File: src/video_pkg.sv
package video_pkg;

  // 1080p raster, one mode only
  localparam int H_TOTAL = 2200;  // clocks per line
  localparam int H_FP    = 88;    // front porch
  localparam int H_BP    = 148;   // back porch
  localparam int H_SYNC  = 44;    // hsync width
  localparam int H_ACT   = 1920;  // visible pixels
  localparam int V_TOTAL = 1125;  // lines per frame
  localparam int V_FP    = 4;
  localparam int V_BP    = 36;
  localparam int V_SYNC  = 5;
  localparam int V_ACT   = 1080;

  // active window edges, counted from the sync start
  localparam int H_ACT_START = H_SYNC + H_BP;
  localparam int H_ACT_END   = H_TOTAL - H_FP;  // first blank column after video
  localparam int V_ACT_START = V_SYNC + V_BP;
  localparam int V_ACT_END   = V_TOTAL - V_FP;

  localparam int RST_DELAY_CYCLES = 10000;  // lock to release
  localparam int RST_CNT_W        = $clog2(RST_DELAY_CYCLES + 1);

  localparam int I2C_QUARTER = 25;  // cfg_clk cycles per scl quarter
  localparam int I2C_QW      = $clog2(I2C_QUARTER);

  localparam logic [6:0] TX_DEV_ADDR = 7'h2B;  // transmitter slave address
  localparam int         CFG_LEN     = 8;
  localparam int         CFG_IDX_W   = $clog2(CFG_LEN);

  // {reg addr, data} per entry, sent in order
  localparam logic [15:0] CFG_TABLE [0:CFG_LEN-1] = '{
    16'h0801,  // soft reset release
    16'h0A10,  // input bus format
    16'h1A00,  // tmds off while programming
    16'h1E00,  // power state d0
    16'h2600,  // audio mute
    16'h3F01,  // avi infoframe enable
    16'hC701,  // hdmi mode
    16'h1A01   // tmds on
  };

  typedef logic [11:0]          coord_t;        // pixel / line coordinate
  typedef logic [RST_CNT_W-1:0] rst_cnt_t;      // reset delay count
  typedef logic [I2C_QW-1:0]    quarter_cnt_t;  // scl quarter divider
  typedef logic [CFG_IDX_W-1:0] cfg_idx_t;      // table entry index

  typedef struct packed {
    logic [7:0] r;
    logic [7:0] g;
    logic [7:0] b;
  } rgb_t;

  typedef struct packed {
    logic vs;
    logic hs;
    logic de;
  } sync_t;

  typedef enum logic [1:0] {
    CFG_IDLE,   // waiting for run
    CFG_ISSUE,  // hand one byte to the i2c master
    CFG_WAIT,   // byte on the bus
    CFG_DONE
  } cfg_state_t;

  typedef enum logic [2:0] {
    I2C_IDLE,   // bus free, scl high
    I2C_START,
    I2C_BITS,
    I2C_ACK,
    I2C_HOLD,   // mid transaction, scl parked low
    I2C_STOP
  } i2c_state_t;

endpackage

File: src/reset_delay.sv
`timescale 1ns/1ns

module reset_delay import video_pkg::*; (
  input  logic cfg_clk,
  input  logic rst,
  input  logic locked,
  output logic run
);

  rst_cnt_t cnt;  // cycles since lock

  always_ff @(posedge cfg_clk) begin
    if (rst || !locked) begin
      cnt <= '0;  // lost lock restarts the wait
    end else if (!run) begin
      cnt <= cnt + rst_cnt_t'(1);  // saturates once run is set
    end
  end

  // release after exactly RST_DELAY_CYCLES locked cycles
  assign run = (cnt == rst_cnt_t'(RST_DELAY_CYCLES));

  // once released, only a lock drop or rst takes the path back down
  a_run_stays : assert property (@(posedge cfg_clk)
    (run && locked && !rst) |=> run)
    else $error("run fell while locked held high");

endmodule

File: src/video_timing.sv
`timescale 1ns/1ns

module video_timing import video_pkg::*; (
  input  logic   cfg_clk,
  input  logic   rst,
  input  logic   run,
  output sync_t  sync,
  output coord_t act_x,
  output coord_t act_y
);

  coord_t h_cnt;  // column, 0 at hsync start
  coord_t v_cnt;  // line, 0 at vsync start
  logic   h_last;
  logic   v_last;
  logic   h_act;
  logic   v_act;

  assign h_last = (h_cnt == coord_t'(H_TOTAL - 1));
  assign v_last = (v_cnt == coord_t'(V_TOTAL - 1));

  // active windows sit between back porch and front porch
  assign h_act = (h_cnt >= coord_t'(H_ACT_START)) && (h_cnt < coord_t'(H_ACT_END));
  assign v_act = (v_cnt >= coord_t'(V_ACT_START)) && (v_cnt < coord_t'(V_ACT_END));

  // raster counters, parked at the origin until run
  always_ff @(posedge cfg_clk) begin
    if (rst || !run) begin
      h_cnt <= '0;
      v_cnt <= '0;
    end else if (h_last) begin
      h_cnt <= '0;  // line wrap
      if (v_last) begin
        v_cnt <= '0;  // frame wrap
      end else begin
        v_cnt <= v_cnt + coord_t'(1);
      end
    end else begin
      h_cnt <= h_cnt + coord_t'(1);
    end
  end

  // registered decode, first valid output is for count (0,0)
  always_ff @(posedge cfg_clk) begin
    if (rst || !run) begin
      sync  <= '0;
      act_x <= '0;
      act_y <= '0;
    end else begin
      sync.hs <= (h_cnt < coord_t'(H_SYNC));  // active high
      sync.vs <= (v_cnt < coord_t'(V_SYNC));
      sync.de <= h_act && v_act;
      if (h_act && v_act) begin
        act_x <= h_cnt - coord_t'(H_ACT_START);  // 0 at first visible pixel
        act_y <= v_cnt - coord_t'(V_ACT_START);
      end else begin
        act_x <= '0;  // coords idle at zero in blanking
        act_y <= '0;
      end
    end
  end

  // coordinates presented to the pixel source stay inside the frame
  a_coord_range : assert property (@(posedge cfg_clk) disable iff (rst)
    sync.de |-> (act_x < coord_t'(H_ACT)) && (act_y < coord_t'(V_ACT)))
    else $error("active coordinate outside frame");

endmodule

File: src/pixel_stage.sv
`timescale 1ns/1ns

module pixel_stage import video_pkg::*; (
  input  logic  cfg_clk,
  input  logic  rst,
  input  logic  run,
  input  sync_t sync_in,
  input  rgb_t  pixel_data,
  output sync_t sync_out,
  output rgb_t  pix_out
);

  // one register stage so sync and pixel leave together
  always_ff @(posedge cfg_clk) begin
    if (rst || !run) begin
      sync_out <= '0;
      pix_out  <= '0;  // black while held
    end else begin
      sync_out <= sync_in;
      if (sync_in.de) begin
        pix_out <= pixel_data;  // source answered act_x/act_y this cycle
      end else begin
        pix_out <= '0;  // blank outside the active window
      end
    end
  end

  // no colour leaks into blanking
  a_blank_zero : assert property (@(posedge cfg_clk) disable iff (rst)
    !sync_out.de |-> (pix_out == '0))
    else $error("pix_out nonzero during blanking");

endmodule

File: src/i2c_master.sv
`timescale 1ns/1ns

module i2c_master import video_pkg::*; (
  input  logic       cfg_clk,
  input  logic       rst,
  input  logic       start,
  input  logic       first,
  input  logic       last,
  input  logic [7:0] tx_byte,
  output logic       busy,
  output logic       nack,
  output logic       scl,
  output logic       sda_out_en,
  input  logic       sda_in
);

  i2c_state_t   state;
  quarter_cnt_t q_cnt;      // cycles inside a quarter
  logic [1:0]   phase;      // quarter inside a bit
  logic [2:0]   bit_cnt;    // data bit index counting msb first
  logic         stop_pend;  // close the bus after this byte
  logic [7:0]   shreg;      // byte being shifted out
  logic         tick;       // last cycle of a quarter

  assign tick = (q_cnt == quarter_cnt_t'(I2C_QUARTER - 1));
  assign busy = (state != I2C_IDLE) && (state != I2C_HOLD);

  // bus levels per state and quarter with scl high in quarters 1 and 2 of a bit
  always_comb begin
    unique case (state)
      I2C_IDLE: begin
        scl        = 1'b1;
        sda_out_en = 1'b0;
      end
      I2C_START: begin
        scl        = (phase != 2'd3);
        sda_out_en = (phase >= 2'd2);  // sda falls with scl high
      end
      I2C_BITS: begin
        scl        = (phase == 2'd1) || (phase == 2'd2);
        sda_out_en = !shreg[7];  // pull low for a 0 bit
      end
      I2C_ACK: begin
        scl        = (phase == 2'd1) || (phase == 2'd2);
        sda_out_en = 1'b0;  // slave owns sda
      end
      I2C_HOLD: begin
        scl        = 1'b0;
        sda_out_en = 1'b0;
      end
      default: begin  // stop
        scl        = (phase != 2'd0);
        sda_out_en = (phase <= 2'd1);  // sda rises with scl high
      end
    endcase
  end

  always_ff @(posedge cfg_clk) begin
    if (rst) begin
      state     <= I2C_IDLE;
      q_cnt     <= '0;
      phase     <= '0;
      bit_cnt   <= '0;
      stop_pend <= 1'b0;
      nack      <= 1'b0;
    end else if (!busy) begin
      if (start) begin
        state     <= first ? I2C_START : I2C_BITS;
        q_cnt     <= '0;
        phase     <= '0;
        bit_cnt   <= '0;
        stop_pend <= last;
        nack      <= 1'b0;  // fresh status per byte
      end
    end else if (!tick) begin
      q_cnt <= q_cnt + quarter_cnt_t'(1);
    end else begin
      q_cnt <= '0;
      phase <= phase + 2'd1;
      if (state == I2C_ACK && phase == 2'd1) begin
        nack <= sda_in;  // sampled while scl high
      end
      if (phase == 2'd3) begin
        unique case (state)
          I2C_START: state <= I2C_BITS;
          I2C_BITS: begin
            bit_cnt <= bit_cnt + 3'd1;
            if (bit_cnt == 3'd7) begin
              state <= I2C_ACK;
            end
          end
          I2C_ACK: state <= (stop_pend || nack) ? I2C_STOP : I2C_HOLD;  // nack aborts
          default: state <= I2C_IDLE;  // stop done
        endcase
      end
    end
  end

  // data shifter
  always_ff @(posedge cfg_clk) begin
    if (!busy && start) begin
      shreg <= tx_byte;
    end else if (state == I2C_BITS && tick && phase == 2'd3) begin
      shreg <= {shreg[6:0], 1'b0};  // next bit lands while scl low
    end
  end

  // sda only moves under scl high for start and stop
  a_sda_stable : assert property (@(posedge cfg_clk) disable iff (rst)
    (scl && $past(scl) && !(state inside {I2C_START, I2C_STOP})
      && !($past(state) inside {I2C_START, I2C_STOP})) |-> $stable(sda_out_en))
    else $error("sda changed while scl high");

endmodule

File: src/tx_config.sv
`timescale 1ns/1ns

module tx_config import video_pkg::*; (
  input  logic       cfg_clk,
  input  logic       rst,
  input  logic       run,
  output logic       start,
  output logic       first,
  output logic       last,
  output logic [7:0] tx_byte,
  input  logic       busy,
  input  logic       nack,
  output logic       init_over
);

  cfg_state_t state;
  cfg_idx_t   entry;     // table row in flight
  logic [1:0] byte_idx;  // 0 dev addr, 1 reg, 2 data

  assign start = (state == CFG_ISSUE) && !busy;
  assign first = (byte_idx == 2'd0);  // start condition before dev addr
  assign last  = (byte_idx == 2'd2);  // stop after data byte

  always_comb begin
    unique case (byte_idx)
      2'd0:    tx_byte = {TX_DEV_ADDR, 1'b0};  // write
      2'd1:    tx_byte = CFG_TABLE[entry][15:8];
      default: tx_byte = CFG_TABLE[entry][7:0];
    endcase
  end

  always_ff @(posedge cfg_clk) begin
    if (rst) begin
      state     <= CFG_IDLE;
      entry     <= '0;
      byte_idx  <= '0;
      init_over <= 1'b0;
    end else begin
      unique case (state)
        CFG_IDLE: begin
          if (run) begin
            state <= CFG_ISSUE;  // video path out of reset
          end
        end
        CFG_ISSUE: begin
          if (!busy) begin
            state <= CFG_WAIT;  // master busy from next cycle
          end
        end
        CFG_WAIT: begin
          if (!busy) begin
            state <= CFG_ISSUE;
            if (nack) begin
              byte_idx <= '0;  // master already sent stop, redo entry
            end else if (byte_idx != 2'd2) begin
              byte_idx <= byte_idx + 2'd1;
            end else if (entry == cfg_idx_t'(CFG_LEN - 1)) begin
              state     <= CFG_DONE;
              init_over <= 1'b1;  // whole table acked
            end else begin
              entry    <= entry + cfg_idx_t'(1);
              byte_idx <= '0;
            end
          end
        end
        default: begin
          state <= CFG_DONE;  // stays until rst
        end
      endcase
    end
  end

  // done flag is sticky
  a_init_sticky : assert property (@(posedge cfg_clk)
    $fell(init_over) |-> $past(rst))
    else $error("init_over fell without rst");

endmodule

File: src/hdmi_top.sv
`timescale 1ns/1ns

module hdmi_top import video_pkg::*; (
  input  logic   cfg_clk,
  input  logic   rst,
  input  logic   locked,
  input  rgb_t   pixel_data,
  output logic   rstn_out,
  output logic   iic_scl,
  output logic   sda_out_en,
  input  logic   sda_in,
  output logic   init_over,
  output coord_t act_x,
  output coord_t act_y,
  output logic   vs_out,
  output logic   hs_out,
  output logic   de_out,
  output rgb_t   pix_out
);

  sync_t      vt_sync;    // timing generator to pixel stage
  sync_t      px_sync;    // aligned with pix_out
  logic       i2c_start;
  logic       i2c_first;
  logic       i2c_last;
  logic [7:0] i2c_byte;
  logic       i2c_busy;
  logic       i2c_nack;

  reset_delay u_reset_delay (
    .cfg_clk (cfg_clk),
    .rst     (rst),
    .locked  (locked),
    .run     (rstn_out)  // release also gates video and config
  );

  video_timing u_video_timing (
    .cfg_clk (cfg_clk),
    .rst     (rst),
    .run     (rstn_out),
    .sync    (vt_sync),
    .act_x   (act_x),
    .act_y   (act_y)
  );

  pixel_stage u_pixel_stage (
    .cfg_clk    (cfg_clk),
    .rst        (rst),
    .run        (rstn_out),
    .sync_in    (vt_sync),
    .pixel_data (pixel_data),
    .sync_out   (px_sync),
    .pix_out    (pix_out)
  );

  tx_config u_tx_config (
    .cfg_clk   (cfg_clk),
    .rst       (rst),
    .run       (rstn_out),
    .start     (i2c_start),
    .first     (i2c_first),
    .last      (i2c_last),
    .tx_byte   (i2c_byte),
    .busy      (i2c_busy),
    .nack      (i2c_nack),
    .init_over (init_over)
  );

  i2c_master u_i2c_master (
    .cfg_clk    (cfg_clk),
    .rst        (rst),
    .start      (i2c_start),
    .first      (i2c_first),
    .last       (i2c_last),
    .tx_byte    (i2c_byte),
    .busy       (i2c_busy),
    .nack       (i2c_nack),
    .scl        (iic_scl),
    .sda_out_en (sda_out_en),  // board supplies open drain
    .sda_in     (sda_in)
  );

  assign vs_out = px_sync.vs;
  assign hs_out = px_sync.hs;
  assign de_out = px_sync.de;

endmodule

File: config.mk
export PLATFORM = sky130hd
export DESIGN_NAME = hdmi_top
export DESIGN_NICKNAME = d
export VERILOG_FILES = /design/src/video_pkg.sv /design/src/reset_delay.sv /design/src/video_timing.sv /design/src/pixel_stage.sv /design/src/i2c_master.sv /design/src/tx_config.sv /design/src/hdmi_top.sv
export SDC_FILE = /design/constraint.sdc
export NUM_CORES = 1
export LEC_CHECK = 0
export BUFFER_PORTS_ARGS = -buffer_cell sky130_fd_sc_hd__clkbuf_2
export CAP_MARGIN = 20
export CORE_MARGIN = 5
export CORE_UTILIZATION = 57
export DETAILED_ROUTE_END_ITERATION = 8
export PLACE_DENSITY = 0.86
export SLEW_MARGIN = 0
export SYNTH_ARGS = -nofsm -noshare
export SYNTH_HDL_FRONTEND = slang
export SYNTH_SLANG_ARGS = --single-unit
export TNS_END_PERCENT = 10
File: constraint.sdc
create_clock -name cfg_clk -period 2.8 [get_ports cfg_clk]
set_clock_uncertainty 0.05 [all_clocks]
set_input_delay 0.42 -clock cfg_clk [delete_from_list [all_inputs] [get_ports cfg_clk]]
set_output_delay 0.42 -clock cfg_clk [all_outputs]
set_load 0.02 [all_outputs]
# == Yosys cells after proc, flatten, opt, wreduce, memory -nomap -nowiden ==
# Memory sizes are Yosys's and may differ from the RTL's.
# Index checks and enable logic that the tools add are counted.
# totals
reg_bits,123
mem_bits_ro,128
inputBits,28
out_inout_bits,55
word_cells,160
n_memories,1
# op_classes
add_sub_neg,10
order_cmp,9
n_eq_ne,29
muxes,41
bitwise,7
reduce_logical,38
# memory_table
memory,depth,word_bits,read_ports,rd_clocked_by_memory_dff,wr,line_no,rtl
(name not given),8,16,1,0,0,tx_config.sv:27,2'd1: tx_byte = CFG_TABLE[entry][15:8];
# op_table
cell,n
two-way mux 16 bit,2
two-way mux 3 bit,10
two-way mux 2 bit,13
"adder 12 x 1 -> 12 bit, second input constant",2
"inequality test 2 bit, second input constant",9
two-way mux 8 bit,2
one-hot mux 8 bit (2 select lines),1
two-way mux 5 bit,3
"adder 14 x 1 -> 14 bit, second input constant",1
"equality test 14 bit, second input constant",1
"equality test 12 x 11 -> 1 bit, second input constant",1
"equality test 12 bit, second input constant",1
">= comparator 12 x 6 -> 1 bit, second input constant",1
">= comparator 12 x 8 -> 1 bit, second input constant",1
"less-than comparator 12 x 11 -> 1 bit, second input constant",1
"less-than comparator 12 bit, second input constant",1
"less-than comparator 12 x 3 -> 1 bit, second input constant",1
"less-than comparator 12 x 6 -> 1 bit, second input constant",1
two-way mux 12 bit,1
"subtractor 12 x 6 -> 12 bit, second input constant",1
"subtractor 12 x 8 -> 12 bit, second input constant",1
AND reduction 5 bit,2
"equality test 3 bit, second input constant",3
logical AND 1 bit,9
31 further kinds,65

# == Longest topological paths before layout ==
# Gate-level depths: netlist of the first run.
# depth
ltp_word,6
mapped_depth,8

# == Cells and area by module ==
# From an unflattened synthesis of the first run, not the netlist that was laid out.
# hier_totals
cells_unflattened,607
hier_area_um2,5726.7
# modules_own_cells
mod,n_inst,cells_each,area_per_inst_um2
video_timing,1,270,2294.7
i2c_master,1,127,1248.7
pixel_stage,1,60,862.1
reset_delay,1,82,725.7
tx_config,1,68,595.6

# == Worst setup path before layout of the first run ==
# Ideal clock, no wire load.
# synth_path
kind,register -> register
start,register u_reset_delay.cnt[0]
end,register u_pixel_stage.pix_out[10] (netlist name)
setup_time_ns,0.059
arrival_time_ns,1.970
required_ns,2.691
slack_ns,0.721
stages_incl_launch_ff,9
n_path_buf,1
cell_sequence,dfxtp_1 -> inv_1 -> ha_1 -> nor4bb_1 -> nand4_1 -> or2_2 -> nor3b_2 -> clkbuf_1 -> and2_1
# synth_via
elab_chain_cells,4
# synth_lines
item,line_no,rtl
"start, declared",reset_delay.sv:10,rst_cnt_t cnt;
"start signal, assigned",reset_delay.sv:16,cnt <= cnt + rst_cnt_t'(1);
equality test 14 bit,reset_delay.sv:21,assign run = (cnt == rst_cnt_t'(RST_DELAY_CYCLES));
zero test 1 bit,pixel_stage.sv:15,if (rst || !run) begin
logical OR 1 bit,pixel_stage.sv:15,
OR reduction 2 bit (no source line),--,
# Every way passes these cells.
# A chain may end at the register's enable or synchronous reset.

# == Worst setup path in the final report of the first run ==
# layout_path
start,register u_reset_delay.cnt[0]
end,output port rstn_out
# layout_via
elab_chain_cells,1
# layout_lines
item,line_no,rtl
equality test 14 bit,reset_delay.sv:21,
"end, declared",hdmi_top.sv:8,"output logic rstn_out,"
# Every way passes these cells.

==> impl_metrics.ini, run 1 <==
[status]
status = finished clean

[power]
design_power_total_mw = 4.01
powerDensity_nw_per_um2 = 615
cellLeakagePower_nw = 2.59
power.ir.vdd_worst_mv = 0.434

[clocking]
worst_skew_pair.late_latency_ps = 510
number_of_buffers_inserted_by_post_cts_setup_repair = 0
cts_resized = 0
clkSlewWorstSetupHoldPaths_ps = 60
max-clock-path-buffers = 2
cts_num_sinks = 123
h_tree_depth = 4
cts_inserted_buffers = 17
post_cts_hold_buffer_count = 0
tritoncts_clock_tree = yes
clk_root_buffer_cell = clkbuf_8

[routing]
post-route-drc-count = 0
routed-via-count = 4349
detail_route.iter0.violations = 216
drtAntennaViolNets = 0
vias_per_cell = 5.44
detailedRoute.firstPassIterationCount = 5
postRouteWirelength_um = 12200
route.detailed.wl_per_inst_um = 15.3

[grt]
grt_start_max_net_pins = 26
grt_first_pass_wirelength_um = 21000
global_route.overflow_total = 0
grt_antenna_before_repair = 0
grt_resource_usage_total_pct = 22.4
first_global_vias = 4377

[yosys]
post_synthesis_cell_area_um2 = 5430
synth_edf_count = 8
async_reset_ff_share_pct = 0
synth_sequential_area_ratio_pct = 46.8
ys_top_cells_by_area = dfxtp_1, ha_1, nor2_1, edfxtp_1, xnor2_1
dominantRegCellSynth = dfxtp_1
yosysWarningCount = 0
synth.net_count = 633
share_of_the_synthesized_area_in_the_top_cell_type_pct = 42.4
postSynthCellCount = 578
synth_top_cell_by_area = dfxtp_1
ys_ff_latch = 123
avgSynthCellArea_um2 = 9.39
yosys.cell_count.top_type = dfxtp_1
yosysUniqueCellTypes = 61
synth.top_cells.by_count = dfxtp_1, nor2_1, nand2_1, and2_1, a21oi_1

[timing]
timing.final.crit_share_pct = 95.0
tightest_slew_ps = 692
slew_headroom_pct = 53.5
fin_hold_ws_ps = 54.3
final.setup.tns_ps = 0
report.final.slew_viol_count = 0
final_critical_path_setup_slack_ps = 141
setup_violations = 0
fmax_mhz = 376
hold_fails_final_rpt = 0
min_tclk_post_route_ps = 2660

[die]
ioPinCount = 83
die_h_um = 108
fp-row-count = 35
floorplan.core_area_um2 = 9280
effective_utilization_at_floorplan_pct = 58.5
floorplan.die.width_um = 108
die-area_um2 = 11600

[worst_hold_path]
hold_path.class = in2reg

[placement]
port-buffer-count = 82
place_hpwl_um = 8340
globalplace.congestion = 0.899
place_ws_ps = 424

[worst_setup_path]
worstPathArrival_ps = 2190
critical_path.max_fanout = 5
timing.setup.critical_path_class = reg2out
required_ps = 2330
timing.critical_path.to_type = output port
start_kind = flop

[final_layout]
areaGrowthSynthToFinish_pct = 20.1
multi_input_area_um2 = 2670
fin_nets = 712
seq_area_um2 = 2540
num_antenna_cells = 0
nFillCells = 682
layout-drive-gt1-share_pct = 21.5

[flow_run]
cap_viol_max_count = 0
[path summary, 6_finish.rpt]
path / from / endpoint / slack (ps) / depth (start not counted)
setup / recovery: u_reset_delay.cnt[0] / rstn_out / 140 / 7
setup reg to reg: u_video_timing.v_cnt[0] / u_video_timing.act_y[3] / 350 / 7
hold reg to reg: u_video_timing.sync[2] / u_pixel_stage.sync_out[2] / 380 / 1
hold / removal: pixel_data[5] / u_pixel_stage.pix_out[5] / 50 / 2
[critical path, cell delays in order (launching register included)]
cell and delay, ps:
dfxtp_1 330, inv_1 100, ha_1 150, nor4bb_1 250
nand4_1 140, or2_2 370, inv_1 130, clkbuf_2 200
[state kept, by name, indices dropped and copies added (netlist names), 5 cells and up]
signal,cells
u_video_timing.act_y,12
u_video_timing.act_x,12
u_video_timing.v_cnt,12
u_i2c_master.q_cnt,5
u_reset_delay.cnt,14
u_pixel_stage.pix_out,24
u_video_timing.h_cnt,12
u_i2c_master.shreg,8
[where the power goes]
group | total [mW] | leakage [nW] | switching (mW) | internal, mW
combinational | 0.0335 | 1.30 | 0.0163 | 0.0172
clock | 2.21 | 0.290 | 0.762 | 1.44
sequential | 1.77 | 0.996 | 0.00145 | 1.77
total | 4.01 | 2.59 | 0.780 | 3.23
[per-stage QoR]
step	instance area (µm²)	cells	utilization [%]
floorplan	5430	578	-
global placement	5910	766	63.7
detailed placement	5910	766	63.7
CTS	6510	798	70.1
global route	6520	799	70.2
finish	6520	799	70.2
[final cells by class]
| cell class | count | area share [%] |
|---|---|---|
| multi-input combinational | 403 | 40.9 |
| inverter | 22 | 1.27 |
| sequential | 123 | 39.0 |
| clock buffer | 21 | 6.58 |
| timing repair buffer | 90 | 7.22 |
| clock inverter | 11 | 2.59 |
| tap | 129 | 2.48 |
[logic make-up (layout without fill, tap and decap cells)]
group                    Yosys count  after routing  synth area share [%]
AO/OA/AOI/OAI                     72             72                  9.11
XOR/XNOR                          41             41                  6.62
adder cells (fa/ha/maj)           27             27                  6.22
buffers and inverters             52            144                  4.06
flip-flops                       123            123                  46.8
multiplexers                       7              7                  1.38
AND/OR/NAND/NOR                  256            256                  25.8
[metal layers]
metal	GRT usage, %	wire (µm)	vias to the layer above
li1	-	-	2136
met1	27.5	5160	2069
met2	38.3	6330	115
met3	6.00	510	29
met4	6.94	226	0
met5	0	0	-
[cell usage in the layout, fill, tap and decap left out, types with 3 or more instances in the layout]
cell	count
nor4_1	6
nor3b_1	3
mux2_2	4
nor2_1	67
and2_1	29
nor3_1	23
clkbuf_2	82
and3_1	11
o31ai_1	4
buf_4	8
and4_1	3
nand4_1	9
nand4b_1	3
nand2_1	36
xnor2_1	22
xor2_1	19
nor2b_1	3
o21ai_0	9
clkbuf_1	4
mux2i_1	3
clkbuf_16	16
clkinv_2	3
ha_1	27
or3_1	5
inv_1	22
nand2b_1	9
a21o_1	5
nor3_2	10
bufinv_16	4
a21oi_1	28
nand3_1	23
edfxtp_1	8
a31oi_1	4
nand3b_1	4
dfxtp_1	115
(Power assumes the default switching activity.)
==> run 2: changes to the inputs <==
Settings changed: SYNTH_HIERARCHICAL set to 1.
==> impl_metrics.ini, run 2 <==
[grt]
grt_first_pass_wirelength_um = 21600
grt_antenna_before_repair = 0
global_route.overflow_total = 0
grt_resource_usage_total_pct = 22.5
first_global_vias = 4643
grt_start_max_net_pins = 51

[clocking]
cts_resized = 0
cts_num_sinks = 123
clk_root_buffer_cell = clkbuf_8
h_tree_depth = 4
clkSlewWorstSetupHoldPaths_ps = 60
cts_inserted_buffers = 17
max-clock-path-buffers = 2
number_of_buffers_inserted_by_post_cts_setup_repair = 0
worst_skew_pair.late_latency_ps = 520
tritoncts_clock_tree = yes
post_cts_hold_buffer_count = 0

[timing]
hold_fails_final_rpt = 0
setup_violations = 0
final.setup.tns_ps = 0
report.final.slew_viol_count = 0
tightest_slew_ps = 808
timing.final.crit_share_pct = 91.9
rsz0062_at_grt = false
slew_headroom_pct = 46.1
min_tclk_post_route_ps = 2570
fmax_mhz = 388
fin_hold_ws_ps = 124

[yosys]
post_synthesis_cell_area_um2 = 5730
yosys.cell_count.top_type = dfxtp_1
avgSynthCellArea_um2 = 9.43
async_reset_ff_share_pct = 0
ys_top_cells_by_area = dfxtp_1, ha_1, and4b_1, edfxtp_1, nor2_1
synth_edf_count = 8
synth_top_cell_by_area = dfxtp_1
ys_ff_latch = 123
postSynthCellCount = 607
dominantRegCellSynth = dfxtp_1
synth.top_cells.by_count = dfxtp_1, nor2_1, nand2_1, a21oi_1, inv_1
yosysWarningCount = 6
share_of_the_synthesized_area_in_the_top_cell_type_pct = 40.2
synth.net_count = 662
yosysUniqueCellTypes = 73
synth_sequential_area_ratio_pct = 44.4

[worst_setup_path]
required_ps = 2330
timing.reg2reg.worst_path_depth = 8
critical_path.max_fanout = 9
r2r_setup_slack_ps = 310
worstPathArrival_ps = 2100
start_kind = flop
timing.setup.critical_path_class = reg2out
critPathLaunch = u_reset_delay/cnt[1]
timing.rr.start = u_reset_delay/cnt[1]
timing.critical_path.to_type = output port
regToRegEndpoint = u_video_timing/h_cnt[7]
worst_setup_path_endpoint = rstn_out

[final_layout]
fin_nets = 736
nFillCells = 736
layout.cells.most_common_list = dfxtp_1, clkbuf_2, nor2_1
areaGrowthSynthToFinish_pct = 18.5
layout-drive-gt1-share_pct = 21.6
regMostFlops = u_pixel_stage/pix_out
largestRegisters = u_pixel_stage/pix_out (24), u_reset_delay/cnt (14)
largest_reg_flops = 24
final_common_cell = dfxtp_1
num_antenna_cells = 0

[routing]
routed-wl-met2_um = 6620
post-route-drc-count = 0
detail_route.iter0.violations = 278
postRouteWirelength_um = 13100
drtAntennaViolNets = 0
routed-via-count = 4785
vias_per_cell = 5.79
met3WireLength_um = 781
met1_length_um = 5460
top_layer = met4
detailedRoute.firstPassIterationCount = 5
route.detailed.wl_per_inst_um = 15.9

[die]
die_h_um = 110
die-area_um2 = 12200
effective_utilization_at_floorplan_pct = 58.6
fp-row-count = 36
ioPinCount = 83
floorplan.core_area_um2 = 9770
floorplan.die.width_um = 110

[power]
pwr-share-clk_pct = 51.9
powerDensity_nw_per_um2 = 629
p_sw_share_pct = 22.1
p_int_mw = 3.33
power_frac_comb_pct = 5.5
power.ir.vdd_worst_mv = 0.394
switching_power_total_mw = 0.944
cellLeakagePower_nw = 2.71
sequential_power_share_pct = 42.7

[status]
status = finished clean

[placement]
globalplace.congestion = 0.862
port-buffer-count = 82
place_hpwl_um = 9010

[worst_hold_path]
hold_path.class = in2reg
holdCritStartpoint = pixel_data[1]

[flow_run]
cap_viol_max_count = 0
-- run 2: cell count changes in the layout (fill, tap and decap cells not counted), sizes merged, moves of 8 or more --
cell   change
a21oi      +8
and2      -26
and4b     +24
inv        +8
mux2i      +8
nand3      -8
nor3      -18
o21ai     +10
xor2      -15
-- run 2: layer usage --
layer | up-vias | GRT usage, %
met5 | - | 0
met3 | 31 | 6.46
met1 | 2283 | 26.8
met2 | 172 | 38.5
li1 | 2299 | -
met4 | 0 | 8.80
-- run 2: cells by family (layout without fill, tap and decap cells) --
logic type	after synthesis	after routing	synth area share [%]
AOI/OAI and AO/OA	97	97	10.6
DFF	123	123	44.4
muxes	19	19	3.56
buffers and inverters	64	151	5.27
adders and majority gates	27	27	5.90
and+or+nand+nor	256	256	27.1
xor gates and xnor gates	21	21	3.21
-- run 2: worst min-delay path by stage --
stage,endpoint,slack [ps],cells after the start
floorplan,u_i2c_master/q_cnt[4],390,1
global placement,u_i2c_master/stop_pend,400,2
detailed placement,u_pixel_stage/sync_out[2],400,1
CTS,u_pixel_stage/pix_out[1],100,2
global route,u_pixel_stage/pix_out[0],110,2
finish,u_pixel_stage/pix_out[1],120,2
-- run 2: stage by stage --
step / utilization (%) / worst slack (ps) / cells / total power [mW] / instance area [µm²]
floorplan: - / 9.57 / 607 / 2.02 / 5760
global placement: 63.2 / 491 / 795 / 2.08 / 6180
detailed placement: 63.2 / 360 / 795 / 2.09 / 6180
CTS: 69.4 / 213 / 827 / 4.29 / 6790
global route: 69.4 / 108 / 827 / 4.43 / 6790
finish: 69.4 / 225 / 827 / 4.27 / 6790
-- run 2: power by group through the flow --
stage	clock [mW]	sequential [mW]	combinational (mW)
after floorplan	0	1.83	0.184
after global placement	0	1.85	0.222
after detailed placement	0	1.86	0.231
after CTS	2.24	1.82	0.234
after global routing	2.34	1.82	0.260
final	2.21	1.82	0.234
-- run 2: critical path, cell delays in order, from the launching register on --
cell,delay [ps]
dfxtp_1,340
inv_1,60
ha_1,130
or3b_4,390
nor4_4,280
buf_4,200
clkbuf_2,180
-- run 2: layout make-up --
class	count	area (µm²)	share of cell area, %
Clock buffer	22	473	6.97
Clock inverter	10	138	2.03
Inverter	30	113	1.66
Timing Repair Buffer	89	463	6.82
Multi-Input combinational cell	420	2890	42.6
Sequential cell	123	2540	37.5
Tap cell	133	166	2.45
==> run 3: changes to the inputs <==
Settings changed: BUFFER_PORTS_ARGS -buffer_cell sky130_fd_sc_hd__clkbuf_2 to -buffer_cell sky130_fd_sc_hd__buf_2, CORE_ASPECT_RATIO set to 1.2.
==> impl_metrics.ini, run 3 (synthesis results as in run 2) <==
[worst_setup_path]
worstPathArrival_ps = 2680
timing.critical_path.to_type = flop
timing.setup.critical_path_class = reg2reg
slowest_delay_ps = 460
slowest_stage = dfxtp_1
bufs_and_invs_on_worst_path = 2
required_ps = 2900
crit_chain = nor2_4 > inv_1 > or2b_1 > nor2_1 > nor3b_4 > buf_4 > mux2_2
timing.critical_path.max_delay_family = simple AND/OR/NAND/NOR gates
start_kind = flop
critical_path.max_fanout = 12

[routing]
routed-via-count = 4794
post-route-drc-count = 0
drtAntennaViolNets = 0
postRouteWirelength_um = 13300
vias_per_cell = 5.83
detailedRoute.firstPassIterationCount = 5
detail_route.iter0.violations = 299
route.detailed.wl_per_inst_um = 16.2

[timing]
hold_fails_final_rpt = 0
tightest_slew_ps = 712
final_critical_path_setup_slack_ps = 220
rsz0062_at_grt = false
slew_headroom_pct = 52.5
final.setup.tns_ps = 0
min_tclk_post_route_ps = 2580
report.final.slew_viol_count = 0
fmax_mhz = 388
timing.final.crit_share_pct = 92.1
setup_violations = 0

[clocking]
post_cts_hold_buffer_count = 0
tritoncts_clock_tree = yes
worst_skew_pair.late_latency_ps = 400
h_tree_depth = 4
cts_inserted_buffers = 17
max-clock-path-buffers = 2
cts_num_sinks = 123
clk_root_buffer_cell = clkbuf_16
clkSlewWorstSetupHoldPaths_ps = 60

[final_layout]
layout.core_utilization_pct = 68.0
nFillCells = 745
layout.cells.most_common_list = dfxtp_1, buf_2, nor2_1
layout-drive-gt1-share_pct = 21.7
num_antenna_cells = 0
regMostFlops = u_pixel_stage/pix_out
largest_reg_flops = 24
final_common_cell = dfxtp_1
areaGrowthSynthToFinish_pct = 17.7
largestRegisters = u_pixel_stage/pix_out (24), u_reset_delay/cnt (14)
fin_nets = 738
post-route-cell-area_um2 = 6740

[die]
floorplan.core_area_um2 = 9910
die-area_um2 = 12200
floorplan.die.width_um = 102
effective_utilization_at_floorplan_pct = 57.8
ioPinCount = 83
die_h_um = 120
fp-row-count = 40

[grt]
grt_resource_usage_total_pct = 22.6
global_route.overflow_total = 0
first_global_vias = 4625
grt_first_pass_wirelength_um = 22000
grt_antenna_before_repair = 1
grt_start_max_net_pins = 35

[power]
power.ir.vdd_worst_mv = 0.517
cellLeakagePower_nw = 2.75
powerDensity_nw_per_um2 = 608

[placement]
place_ws_ps = 258
place_hpwl_um = 9430
postPlaceCellArea_um2 = 6170
port-buffer-count = 82
globalplace.congestion = 0.881

[worst_hold_path]
hold_path.class = in2reg

[flow_run]
cap_viol_max_count = 0

[status]
status = finished clean
[run 3: changes by cell type in the layout (fill, tap and decap cells not counted), sizes merged]
cell,previous run,this run
clkinvlp,3,1
clkbuf,104,21
bufinv,3,1
buf,7,91
clkinv,3,8
[run 3: repair_timing]
action,in CTS,in global routing
gates resized for setup,0,0
setup endpoints to repair,0,8
setup buffers,0,2
[run 3: path summary, 6_finish.rpt]
check	from	end	slack, ps	cells after the start
max	u_i2c_master/state[0]	u_i2c_master/shreg[3]	220	7
min	pixel_data[8]	u_pixel_stage/pix_out[8]	240	2
max reg2reg	u_i2c_master/state[0]	u_i2c_master/shreg[3]	220	7
min reg2reg	u_i2c_master/stop_pend	u_i2c_master/stop_pend	410	2
[run 3: per-layer routing]
metal / track usage, % / share of wire [%] / vias up
met5: 0 / 0.098 / -
met4: 9.14 / 2.1 / 2
met3: 5.87 / 6.3 / 25
met2: 38.5 / 51 / 173
met1: 26.8 / 40 / 2282
li1: - / - / 2312
[run 3: area by class of cell]
type / instances / area, µm² / share of cell area, %
Inverter: 30 / 113 / 1.67
Timing Repair Buffer: 91 / 478 / 7.09
Sequential cell: 123 / 2540 / 37.7
Tap cell: 126 / 158 / 2.34
Clock inverter: 11 / 95.1 / 1.41
Multi-Input combinational cell: 420 / 2890 / 42.9
Clock buffer: 21 / 460 / 6.83
[run 3: stage by stage]
stage	hold slack, ps	std cells	power, mW
2_1_floorplan	385	607	2.02
3_3_place_gp	396	788	2.08
3_5_place_dp	407	788	2.09
4_1_cts	223	820	4.12
5_1_grt	236	822	4.24
6_report	241	822	4.10
[run 3: where the power goes]
part	leakage [nW]	internal [mW]	switching (mW)	total [mW]
clock	0.277	1.26	0.767	2.03
combinational	1.48	0.0941	0.149	0.244
sequential	0.997	1.78	0.0385	1.82
total	2.75	3.14	0.955	4.10
